<file path="config.mk">
export PLATFORM = sky130hd
export DESIGN_NAME = backend
export DESIGN_NICKNAME = d
export VERILOG_FILES = /design/src/common/backend_pkg.sv /design/src/rtl/backend.sv /design/src/execute/execute.sv /design/src/execute/mul_unit.sv /design/src/dispatch/dispatch.sv /design/src/rtl/stable_counter.sv /design/src/rtl/reg_files.sv /design/src/rtl/pipe_reg.sv
export SDC_FILE = /design/constraint.sdc
export NUM_CORES = 2
export LEC_CHECK = 0
export CAP_MARGIN = 25
export CORE_ASPECT_RATIO = 1.25
export CORE_MARGIN = 2
export CORE_UTILIZATION = 46
export CTS_BUF_LIST = sky130_fd_sc_hd__clkbuf_16
export CTS_CLUSTER_SIZE = 24
export DETAILED_ROUTE_END_ITERATION = 7
export DONT_BUFFER_PORTS = 1
export PLACE_DENSITY = 0.69
export SLEW_MARGIN = 10
export SYNTH_ARGS = -nofsm -noshare
export SYNTH_HDL_FRONTEND = slang
export SYNTH_SLANG_ARGS = --single-unit
</file>
<file path="constraint.sdc">
create_clock -name clk -period 4 [get_ports clk]
set_clock_uncertainty 0.15 [all_clocks]
set_input_delay 0.8 -clock clk [delete_from_list [all_inputs] [get_ports clk]]
set_output_delay 0.8 -clock clk [all_outputs]
set_load 0.01 [all_outputs]
</file>
<file path="src/common/backend_pkg.sv">
package backend_pkg;

    localparam int XLEN = 32;                   // data path width
    localparam int NREG = 32;                   // architectural registers

    typedef logic [$clog2(NREG)-1:0] reg_addr_t;

    typedef enum logic [3:0] {
        ALU_ADD    = 4'd0,
        ALU_SUB    = 4'd1,
        ALU_AND    = 4'd2,
        ALU_OR     = 4'd3,
        ALU_XOR    = 4'd4,
        ALU_SLL    = 4'd5,
        ALU_SRL    = 4'd6,
        ALU_SLT    = 4'd7,                      // signed compare
        ALU_MUL    = 4'd8,                      // low half of product
        ALU_RDCNTL = 4'd9,
        ALU_RDCNTH = 4'd10
    } alu_op_e;

    // ************************************************************************
    // stage payloads

    typedef struct packed {
        alu_op_e         op;
        reg_addr_t       rd;                    // destination
        reg_addr_t       rj;                    // first source
        reg_addr_t       rk;                    // second source
        logic [XLEN-1:0] imm;
        logic            use_imm;               // imm replaces rk
        logic            wen;
    } uop_t;

    typedef struct packed {
        alu_op_e         op;
        reg_addr_t       rd;
        logic            wen;
        logic [XLEN-1:0] src_a;
        logic [XLEN-1:0] src_b;
    } issue_t;

    typedef struct packed {
        reg_addr_t       rd;
        logic            wen;
        logic [XLEN-1:0] data;
    } wb_t;

    typedef struct packed {
        logic            wen;
        reg_addr_t       rd;
        logic [XLEN-1:0] data;
        logic            ok;                    // data already valid
    } fwd_t;

endpackage
</file>
<file path="src/rtl/backend.sv">
module backend import backend_pkg::*; #(
    parameter int MUL_BITS = 1
) (
    input  logic clk,
    input  logic rst_n_i,
    input  logic uop_valid_i,
    output logic uop_ready_o,
    input  uop_t uop_i,
    output logic retire_valid_o,
    input  logic retire_ready_i,
    output wb_t  retire_o
);

    reg_addr_t       raddr_a;
    reg_addr_t       raddr_b;
    logic [XLEN-1:0] rdata_a;
    logic [XLEN-1:0] rdata_b;
    logic            rf_we;
    fwd_t            fwd_ex;
    fwd_t            fwd_wb;
    logic            dsp_valid;             // dispatch -> id_ex
    logic            dsp_ready;
    issue_t          dsp_iss;
    logic            ex_valid;              // id_ex -> execute
    logic            ex_ready;
    issue_t          ex_iss;
    logic            res_valid;             // execute -> ex_wb
    logic            res_ready;
    wb_t             res;
    logic            cnt_hi;
    logic [XLEN-1:0] cnt;

    // ************************************************************************
    // retire writes the register file, ex_wb forwards until then

    assign rf_we  = retire_valid_o & retire_ready_i & retire_o.wen & (retire_o.rd != '0);
    assign fwd_wb = '{
        wen:  retire_valid_o & retire_o.wen,
        rd:   retire_o.rd,
        data: retire_o.data,
        ok:   1'b1
    };

    dispatch u_dispatch (
        .uop_valid_i (uop_valid_i),
        .uop_ready_o (uop_ready_o),
        .uop_i       (uop_i),
        .raddr_a_o   (raddr_a),
        .raddr_b_o   (raddr_b),
        .rdata_a_i   (rdata_a),
        .rdata_b_i   (rdata_b),
        .fwd_ex_i    (fwd_ex),
        .fwd_wb_i    (fwd_wb),
        .iss_valid_o (dsp_valid),
        .iss_ready_i (dsp_ready),
        .iss_o       (dsp_iss)
    );

    reg_files u_reg_files (
        .clk       (clk),
        .rst_n_i   (rst_n_i),
        .raddr_a_i (raddr_a),
        .raddr_b_i (raddr_b),
        .rdata_a_o (rdata_a),
        .rdata_b_o (rdata_b),
        .we_i      (rf_we),
        .waddr_i   (retire_o.rd),
        .wdata_i   (retire_o.data)
    );

    pipe_reg #(
        .T (issue_t)
    ) u_id_ex (
        .clk         (clk),
        .rst_n_i     (rst_n_i),
        .in_valid_i  (dsp_valid),
        .in_ready_o  (dsp_ready),
        .in_i        (dsp_iss),
        .out_valid_o (ex_valid),
        .out_ready_i (ex_ready),
        .out_o       (ex_iss)
    );

    execute #(
        .MUL_BITS (MUL_BITS)
    ) u_execute (
        .clk         (clk),
        .rst_n_i     (rst_n_i),
        .iss_valid_i (ex_valid),
        .iss_ready_o (ex_ready),
        .iss_i       (ex_iss),
        .res_valid_o (res_valid),
        .res_ready_i (res_ready),
        .res_o       (res),
        .cnt_i       (cnt),
        .cnt_hi_o    (cnt_hi),
        .fwd_ex_o    (fwd_ex)
    );

    pipe_reg #(
        .T (wb_t)
    ) u_ex_wb (
        .clk         (clk),
        .rst_n_i     (rst_n_i),
        .in_valid_i  (res_valid),
        .in_ready_o  (res_ready),
        .in_i        (res),
        .out_valid_o (retire_valid_o),
        .out_ready_i (retire_ready_i),
        .out_o       (retire_o)
    );

    stable_counter u_stable_counter (
        .clk      (clk),
        .rst_n_i  (rst_n_i),
        .hi_sel_i (cnt_hi),
        .count_o  (cnt)
    );

endmodule

</file>
<file path="src/execute/execute.sv">
module execute import backend_pkg::*; #(
    parameter int MUL_BITS = 1
) (
    input  logic            clk,
    input  logic            rst_n_i,
    input  logic            iss_valid_i,
    output logic            iss_ready_o,
    input  issue_t          iss_i,
    output logic            res_valid_o,
    input  logic            res_ready_i,
    output wb_t             res_o,
    input  logic [XLEN-1:0] cnt_i,
    output logic            cnt_hi_o,
    output fwd_t            fwd_ex_o
);

    localparam int SHAMT_W = $clog2(XLEN);

    logic               is_mul;
    logic               mul_start;
    logic               mul_busy;
    logic               mul_done;
    logic [XLEN-1:0]    mul_prod;
    logic [XLEN-1:0]    src_a;
    logic [XLEN-1:0]    src_b;
    logic [SHAMT_W-1:0] shamt;
    logic [XLEN-1:0]    result;

    assign src_a  = iss_i.src_a;
    assign src_b  = iss_i.src_b;
    assign shamt  = src_b[SHAMT_W-1:0];
    assign is_mul = iss_valid_i & (iss_i.op == ALU_MUL);

    // start drops in the cycle the product is taken
    assign mul_start = is_mul & ~(mul_done & res_ready_i);
    assign cnt_hi_o  = (iss_i.op == ALU_RDCNTH);

    // ************************************************************************
    // result select

    always_comb begin
        case (iss_i.op)
            ALU_ADD:    result = src_a + src_b;
            ALU_SUB:    result = src_a - src_b;
            ALU_AND:    result = src_a & src_b;
            ALU_OR:     result = src_a | src_b;
            ALU_XOR:    result = src_a ^ src_b;
            ALU_SLL:    result = src_a << shamt;
            ALU_SRL:    result = src_a >> shamt;
            ALU_SLT:    result = {{(XLEN-1){1'b0}}, $signed(src_a) < $signed(src_b)};
            ALU_MUL:    result = mul_prod;
            ALU_RDCNTL: result = cnt_i;
            ALU_RDCNTH: result = cnt_i;         // half picked by cnt_hi_o
            default:    result = '0;
        endcase
    end

    mul_unit #(
        .MUL_BITS (MUL_BITS)
    ) u_mul_unit (
        .clk       (clk),
        .rst_n_i   (rst_n_i),
        .start_i   (mul_start),
        .a_i       (src_a),
        .b_i       (src_b),
        .busy_o    (mul_busy),
        .done_o    (mul_done),
        .product_o (mul_prod)
    );

    // ************************************************************************
    // handshake and forwarding

    assign res_valid_o = iss_valid_i & (~is_mul | mul_done);
    assign iss_ready_o = res_valid_o & res_ready_i;     // pop when result leaves

    assign res_o = '{rd: iss_i.rd, wen: iss_i.wen, data: result};

    assign fwd_ex_o = '{
        wen:  iss_valid_i & iss_i.wen,
        rd:   iss_i.rd,
        data: result,
        ok:   ~mul_busy                         // product still in flight
    };

endmodule

</file>
<file path="src/execute/mul_unit.sv">
module mul_unit import backend_pkg::*; #(
    parameter int MUL_BITS = 1
) (
    input  logic            clk,
    input  logic            rst_n_i,
    input  logic            start_i,
    input  logic [XLEN-1:0] a_i,
    input  logic [XLEN-1:0] b_i,
    output logic            busy_o,
    output logic            done_o,
    output logic [XLEN-1:0] product_o
);

    localparam int MUL_STEPS = (XLEN + MUL_BITS - 1) / MUL_BITS;
    localparam int STEP_W    = $clog2(MUL_STEPS + 1);

    typedef enum logic [1:0] {
        IDLE,
        RUN,
        DONE
    } state_e;

    state_e            state_q;
    logic [STEP_W-1:0] step_q;
    logic [XLEN-1:0]   mcand_q;                 // moves left each step
    logic [XLEN-1:0]   mplier_q;                // moves right each step
    logic [XLEN-1:0]   acc_q;
    logic [XLEN-1:0]   partial;

    assign partial = mcand_q * XLEN'(mplier_q[MUL_BITS-1:0]);

    // ************************************************************************
    // sequencer

    always_ff @(posedge clk or negedge rst_n_i) begin
        if (!rst_n_i) begin
            state_q <= IDLE;
            step_q  <= '0;
        end else begin
            case (state_q)
                IDLE: begin
                    if (start_i) begin
                        state_q <= RUN;
                        step_q  <= '0;
                    end
                end
                RUN: begin
                    step_q <= step_q + 1'b1;
                    if (step_q == STEP_W'(MUL_STEPS - 1)) begin
                        state_q <= DONE;
                    end
                end
                DONE: begin
                    if (!start_i) begin
                        state_q <= IDLE;        // result taken
                    end
                end
                default: state_q <= IDLE;
            endcase
        end
    end

    always_ff @(posedge clk) begin
        if (state_q == IDLE && start_i) begin
            mcand_q  <= a_i;
            mplier_q <= b_i;
            acc_q    <= '0;
        end else if (state_q == RUN) begin
            acc_q    <= acc_q + partial;
            mcand_q  <= mcand_q << MUL_BITS;
            mplier_q <= mplier_q >> MUL_BITS;
        end
    end

    assign busy_o    = start_i & (state_q != DONE);     // requested, not ready
    assign done_o    = (state_q == DONE);
    assign product_o = acc_q;

endmodule

</file>
<file path="src/dispatch/dispatch.sv">
module dispatch import backend_pkg::*; (
    input  logic            uop_valid_i,
    output logic            uop_ready_o,
    input  uop_t            uop_i,
    output reg_addr_t       raddr_a_o,
    output reg_addr_t       raddr_b_o,
    input  logic [XLEN-1:0] rdata_a_i,
    input  logic [XLEN-1:0] rdata_b_i,
    input  fwd_t            fwd_ex_i,
    input  fwd_t            fwd_wb_i,
    output logic            iss_valid_o,
    input  logic            iss_ready_i,
    output issue_t          iss_o
);

    // returns {wait, data}, newest producer wins
    function automatic logic [XLEN:0] resolve(
        input reg_addr_t       addr,
        input logic [XLEN-1:0] rdata,
        input fwd_t            ex,
        input fwd_t            wb
    );
        logic ex_hit;
        logic wb_hit;
        ex_hit = ex.wen && (ex.rd == addr) && (addr != '0);
        wb_hit = wb.wen && (wb.rd == addr) && (addr != '0);
        if (ex_hit) begin
            return {~ex.ok, ex.data};
        end else if (wb_hit) begin
            return {~wb.ok, wb.data};
        end
        return {1'b0, rdata};
    endfunction

    logic [XLEN:0] opnd_a;
    logic [XLEN:0] opnd_b;
    logic          stall;

    assign raddr_a_o = uop_i.rj;
    assign raddr_b_o = uop_i.rk;

    assign opnd_a = resolve(uop_i.rj, rdata_a_i, fwd_ex_i, fwd_wb_i);
    assign opnd_b = resolve(uop_i.rk, rdata_b_i, fwd_ex_i, fwd_wb_i);

    // rk only matters without an immediate
    assign stall = opnd_a[XLEN] | (opnd_b[XLEN] & ~uop_i.use_imm);

    assign iss_valid_o = uop_valid_i & ~stall;
    assign uop_ready_o = iss_ready_i & ~stall;

    assign iss_o = '{
        op:    uop_i.op,
        rd:    uop_i.rd,
        wen:   uop_i.wen,
        src_a: opnd_a[XLEN-1:0],
        src_b: uop_i.use_imm ? uop_i.imm : opnd_b[XLEN-1:0]
    };

endmodule

</file>
<file path="src/rtl/stable_counter.sv">
module stable_counter import backend_pkg::*; (
    input  logic            clk,
    input  logic            rst_n_i,
    input  logic            hi_sel_i,
    output logic [XLEN-1:0] count_o
);

    logic [2*XLEN-1:0] cnt_q;                   // 64-bit time base

    always_ff @(posedge clk or negedge rst_n_i) begin
        if (!rst_n_i) begin
            cnt_q <= '0;
        end else begin
            cnt_q <= cnt_q + 1'b1;
        end
    end

    assign count_o = hi_sel_i ? cnt_q[2*XLEN-1:XLEN] : cnt_q[XLEN-1:0];

endmodule

</file>
<file path="src/rtl/reg_files.sv">
module reg_files import backend_pkg::*; (
    input  logic            clk,
    input  logic            rst_n_i,
    input  reg_addr_t       raddr_a_i,
    input  reg_addr_t       raddr_b_i,
    output logic [XLEN-1:0] rdata_a_o,
    output logic [XLEN-1:0] rdata_b_o,
    input  logic            we_i,
    input  reg_addr_t       waddr_i,
    input  logic [XLEN-1:0] wdata_i
);

    logic [XLEN-1:0] regs_q [NREG];

    always_ff @(posedge clk or negedge rst_n_i) begin
        if (!rst_n_i) begin
            for (int i = 0; i < NREG; i++) begin
                regs_q[i] <= '0;
            end
        end else if (we_i) begin
            regs_q[waddr_i] <= wdata_i;
        end
    end

    // r0 always reads zero
    assign rdata_a_o = (raddr_a_i == '0) ? '0 : regs_q[raddr_a_i];
    assign rdata_b_o = (raddr_b_i == '0) ? '0 : regs_q[raddr_b_i];

endmodule

</file>
<file path="src/rtl/pipe_reg.sv">
module pipe_reg #(
    parameter type T = logic
) (
    input  logic clk,
    input  logic rst_n_i,
    input  logic in_valid_i,
    output logic in_ready_o,
    input  T     in_i,
    output logic out_valid_o,
    input  logic out_ready_i,
    output T     out_o
);

    logic valid_q;
    T     data_q;
    logic load;

    assign in_ready_o  = ~valid_q | out_ready_i;    // empty or draining
    assign load        = in_valid_i & in_ready_o;
    assign out_valid_o = valid_q;
    assign out_o       = data_q;

    always_ff @(posedge clk or negedge rst_n_i) begin
        if (!rst_n_i) begin
            valid_q <= 1'b0;
        end else if (in_ready_o) begin
            valid_q <= in_valid_i;                  // refill or go empty
        end
    end

    always_ff @(posedge clk) begin
        if (load) begin
            data_q <= in_i;
        end
    end

endmodule

</file>
==> results.yml <==
synth:
  synth_flop_cell: "dfrtp_1"
  ys_async_sr_fraction: 0.841
  ys_types: 102
  synthesis.area_um2: 76900
  synth-edff-count: 176
  ys_seq_elements: 1306
  synthesis.nets: 5966
  seq_area_frac_synth: 0.435
  ys_warn_count: 0
  avgSynthCellArea_um2: 13.3
  postSynthCellCount: 5776
critical_path:
  cp.buffers_inverters: 7
  arrival_ns: 4.36
  slowest_stage: "edfxtp_1"
  r2r_cells: 18
  worst-path-stages: 18
  critPathLaunchType: "register"
  cp-end-kind: "register"
  path_class: "register to register"
  critPathMaxStageDelay_ns: 0.45
  crit_chain: "inv_2 -> ha_4 -> inv_2 -> fa_2 -> nor2b_4 -> o221ai_2 -> buf_4 -> a211oi_1 -> buf_4 -> o211ai_1 -> buf_4 -> a21oi_1 -> nor2_1 -> buf_4 -> o311ai_1 -> buf_4 -> or2_1 -> a221o_1"
  cp_common_cell: "buf_4"
  r2r-start: "u_id_ex.out_o[32]"
  crit_start: "u_id_ex.out_o[32]"
  cp_data_required_time_ns: 4.41
  crit_fanout: 3
  cpLargestDelayFamily: "buffers and inverters"
drt:
  drtAntennaViolNets: 0
  vias: 54130
  drt-pass1-iter-count: 7
  m1WireLength_um: 97500
  drc_errors: 0
  drt_wl_total_um: 265000
  viasPerCell: 6.60
  highest-signal-layer: "met5"
  wl_met3_um: 23000
  route.met2.wl_um: 127000
  first_iter_violations: 5683
  wl_per_cell_um: 32.3
global_route:
  antenna_found_initial: 18
  grt_pass1_wl_um: 388000
  grt_pass1_vias: 56110
  grt_start_max_net_pins: 260
  overflow: 0
  grt_use_total: 0.312
sta:
  max_freq_mhz: 253
  final.setup.tns_ns: 0
  final-hold-violation-count: 0
  min_period_ns: 3.95
  grt_setup_unrepaired: "yes"
  setup_viol: 0
  setup_ws_ns: 0.0477
  slew_violations: 0
  worst_slew_margin_rel: 0.374
  finalCritPeriodShare: 0.988
  worstMarginPinSlew_ns: 0.936
  hold_slack_ns: 0.0601
power_and_ir_drop:
  p_leak_nw: 38.2
  p_total_mw: 44.8
  p_per_area_nw_per_um2: 515
  vdd_drop_max_mv: 0.530
layout:
  multi_input_area_um2: 41200
  fillers: 13894
  final_design_area_no_fill_um2: 87100
  drive_gt1_frac: 0.423
  regArea_um2: 33400
  syn2layout_area_growth_pct: 13.3
  finalNonFillerCells: 8207
  fin_nets: 6084
  final_util: 0.525
worst_hold_path:
  holdCritStartpoint: "uop_i[1]"
  hp-class: "input port to register"
  whs_path_depth: 1
placement:
  placed_area_um2: 82000
  dp.cells: 7915
  portBuffers: 0
  gp_congestion: 1.03
  hpwl_um: 177000
  place_ws_ns: -1.74
cts:
  cts_htree_levels: 4
  ctsRootBufferMaster: "clkbuf_16"
  clk_pin_slew_ns: 0.06
  clk_latency_ns: 0.82
  cts_buffer_depth: 3
  cts_made_buffers: 135
  clock-sinks: 1306
  tritoncts: "done"
floorplan:
  coreArea_um2: 166000
  die_y_um: 461
  die_area_um2: 170000
  num_rows: 167
  ios: 97
  initial_core_util: 0.463
  die-width_um: 370
job:
  max_cap_violations: 0
outcome:
  outcome: "completed"
-- cell usage in the layout (no fill, tap or decap), types with 17 or more instances in the layout --
master	n
dfrtp_1	1098
or3_1	18
clkbuf_16	141
dlygate4sd3_1	22
o21ai_0	186
a21o_1	35
xor2_1	36
nand2b_1	19
nand2_2	17
nand3_1	91
mux2_2	1010
clkinv_2	17
inv_1	160
nand2_1	278
a31oi_1	21
edfxtp_1	176
nor3_1	46
mux4_2	706
dfxtp_1	32
a221o_1	33
a22oi_1	46
clkinv_1	35
o221ai_1	26
a211oi_1	26
ha_1	124
xnor2_1	70
a21oi_1	176
and3_1	33
a221oi_1	42
o31ai_1	18
o211ai_1	27
nor2_1	210
and2_1	46
mux2i_1	87
nand4_1	31
o21a_1	20
buf_4	457
buf_12	36
-- Yosys cell counts (10+ instances only) --
cell type / count / area share
dfrtp_1: 1098 / 0.36
mux2_2: 1010 / 0.15
mux4_2: 706 / 0.21
clkbuf_1: 374 / 0.018
nand2_1: 295 / 0.014
nor2_1: 225 / 0.011
o21ai_0: 191 / 0.012
a21oi_1: 181 / 0.012
edfxtp_1: 176 / 0.069
inv_1: 140 / 0.0068
ha_1: 130 / 0.021
buf_1: 119 / 0.0058
nand3_1: 91 / 0.0059
mux2i_1: 89 / 0.012
xnor2_1: 70 / 0.0080
buf_2: 51 / 0.0033
nor3_1: 50 / 0.0033
and2_1: 47 / 0.0038
a22oi_1: 46 / 0.0045
a221oi_1: 43 / 0.0049
a21o_1: 36 / 0.0035
xor2_1: 36 / 0.0041
a221o_1: 33 / 0.0043
and3_1: 33 / 0.0027
dfxtp_1: 32 / 0.0083
nand4_1: 31 / 0.0025
a211oi_1: 28 / 0.0027
o211ai_1: 27 / 0.0026
o221ai_1: 27 / 0.0031
a31oi_1: 21 / 0.0017
nand2b_1: 21 / 0.0017
nor2b_1: 21 / 0.0017
o21a_1: 20 / 0.0020
o31ai_1: 19 / 0.0019
or3_1: 19 / 0.0015
nor4_1: 14 / 0.0011
o21bai_1: 14 / 0.0014
o22ai_1: 11 / 0.00090
or2_2: 11 / 0.00090
o2111ai_1: 10 / 0.0011
-- routing by layer --
| layer | up-vias | GRT usage |
|---|---|---|
| met1 | 28392 | 0.378 |
| li1 | 22448 | - |
| met5 | - | 0.00230 |
| met4 | 18 | 0.173 |
| met2 | 2483 | 0.507 |
| met3 | 789 | 0.0822 |
-- power breakdown --
part	total (mW)	switching (mW)	internal (mW)	leakage (nW)
registers	18.7	2.25	16.5	16.9
logic	13.5	6.51	7.02	19.1
clock network	12.6	5.67	6.88	2.20
total	44.8	14.4	30.4	38.2
-- registers in the layout, indices dropped and copies added, names as in the netlist --
| name | flops |
|---|---|
| u_execute.u_mul_unit.product_o | 32 |
| u_stable_counter.cnt_q | 64 |
| u_execute.u_mul_unit.mcand_q | 32 |
| u_id_ex.out_valid_o | 1 |
| u_id_ex.out_o | 74 |
| u_execute.u_mul_unit.step_q | 6 |
| u_ex_wb.out_valid_o | 1 |
| u_execute.u_mul_unit.state_q | 2 |
| u_ex_wb.out_o | 38 |
| u_reg_files.regs_q | 1024 |
| u_execute.u_mul_unit.mplier_q | 32 |
-- repair_timing --
item,4_1_cts,5_1_grt
gates resized for setup,17,42
buffers inserted,0,10
hold buffers,25,0
endpoints found under the setup margin,326,108
hold endpoints to repair,295,0
gates cloned,3,2
pin swaps,2,16
-- area by class of cell --
cell class,count,area share
Antenna cell,9,0.000259
Clock buffer,139,0.0400
Clock inverter,105,0.00948
Inverter,143,0.00617
Multi-Input combinational cell,3771,0.473
Sequential cell,1306,0.384
Tap cell,2197,0.0316
Timing Repair Buffer,537,0.0561
-- logic make-up after synthesis --
kind of cell               synth area share
adders and majority gates            0.0219
xor gates and xnor gates             0.0121
DFF                                   0.435
muxes                                 0.368
AOI/OAI and AO/OA                    0.0713
and+or+nand+nor                      0.0563
buffers and inverters                0.0363
-- final timing paths --
check,to,slack (ns)
min reg2reg,u_reg_files.regs_q[996],0.25
min,u_id_ex.out_o[19],0.06
max reg2reg,u_id_ex.out_o[52],0.05
max,u_id_ex.out_o[52],0.05
max in group asynchronous,u_reg_files.regs_q[456],0.63
min in group asynchronous,u_reg_files.regs_q[311],0.07
No activity file was read; power rests on OpenSTA's default activity.
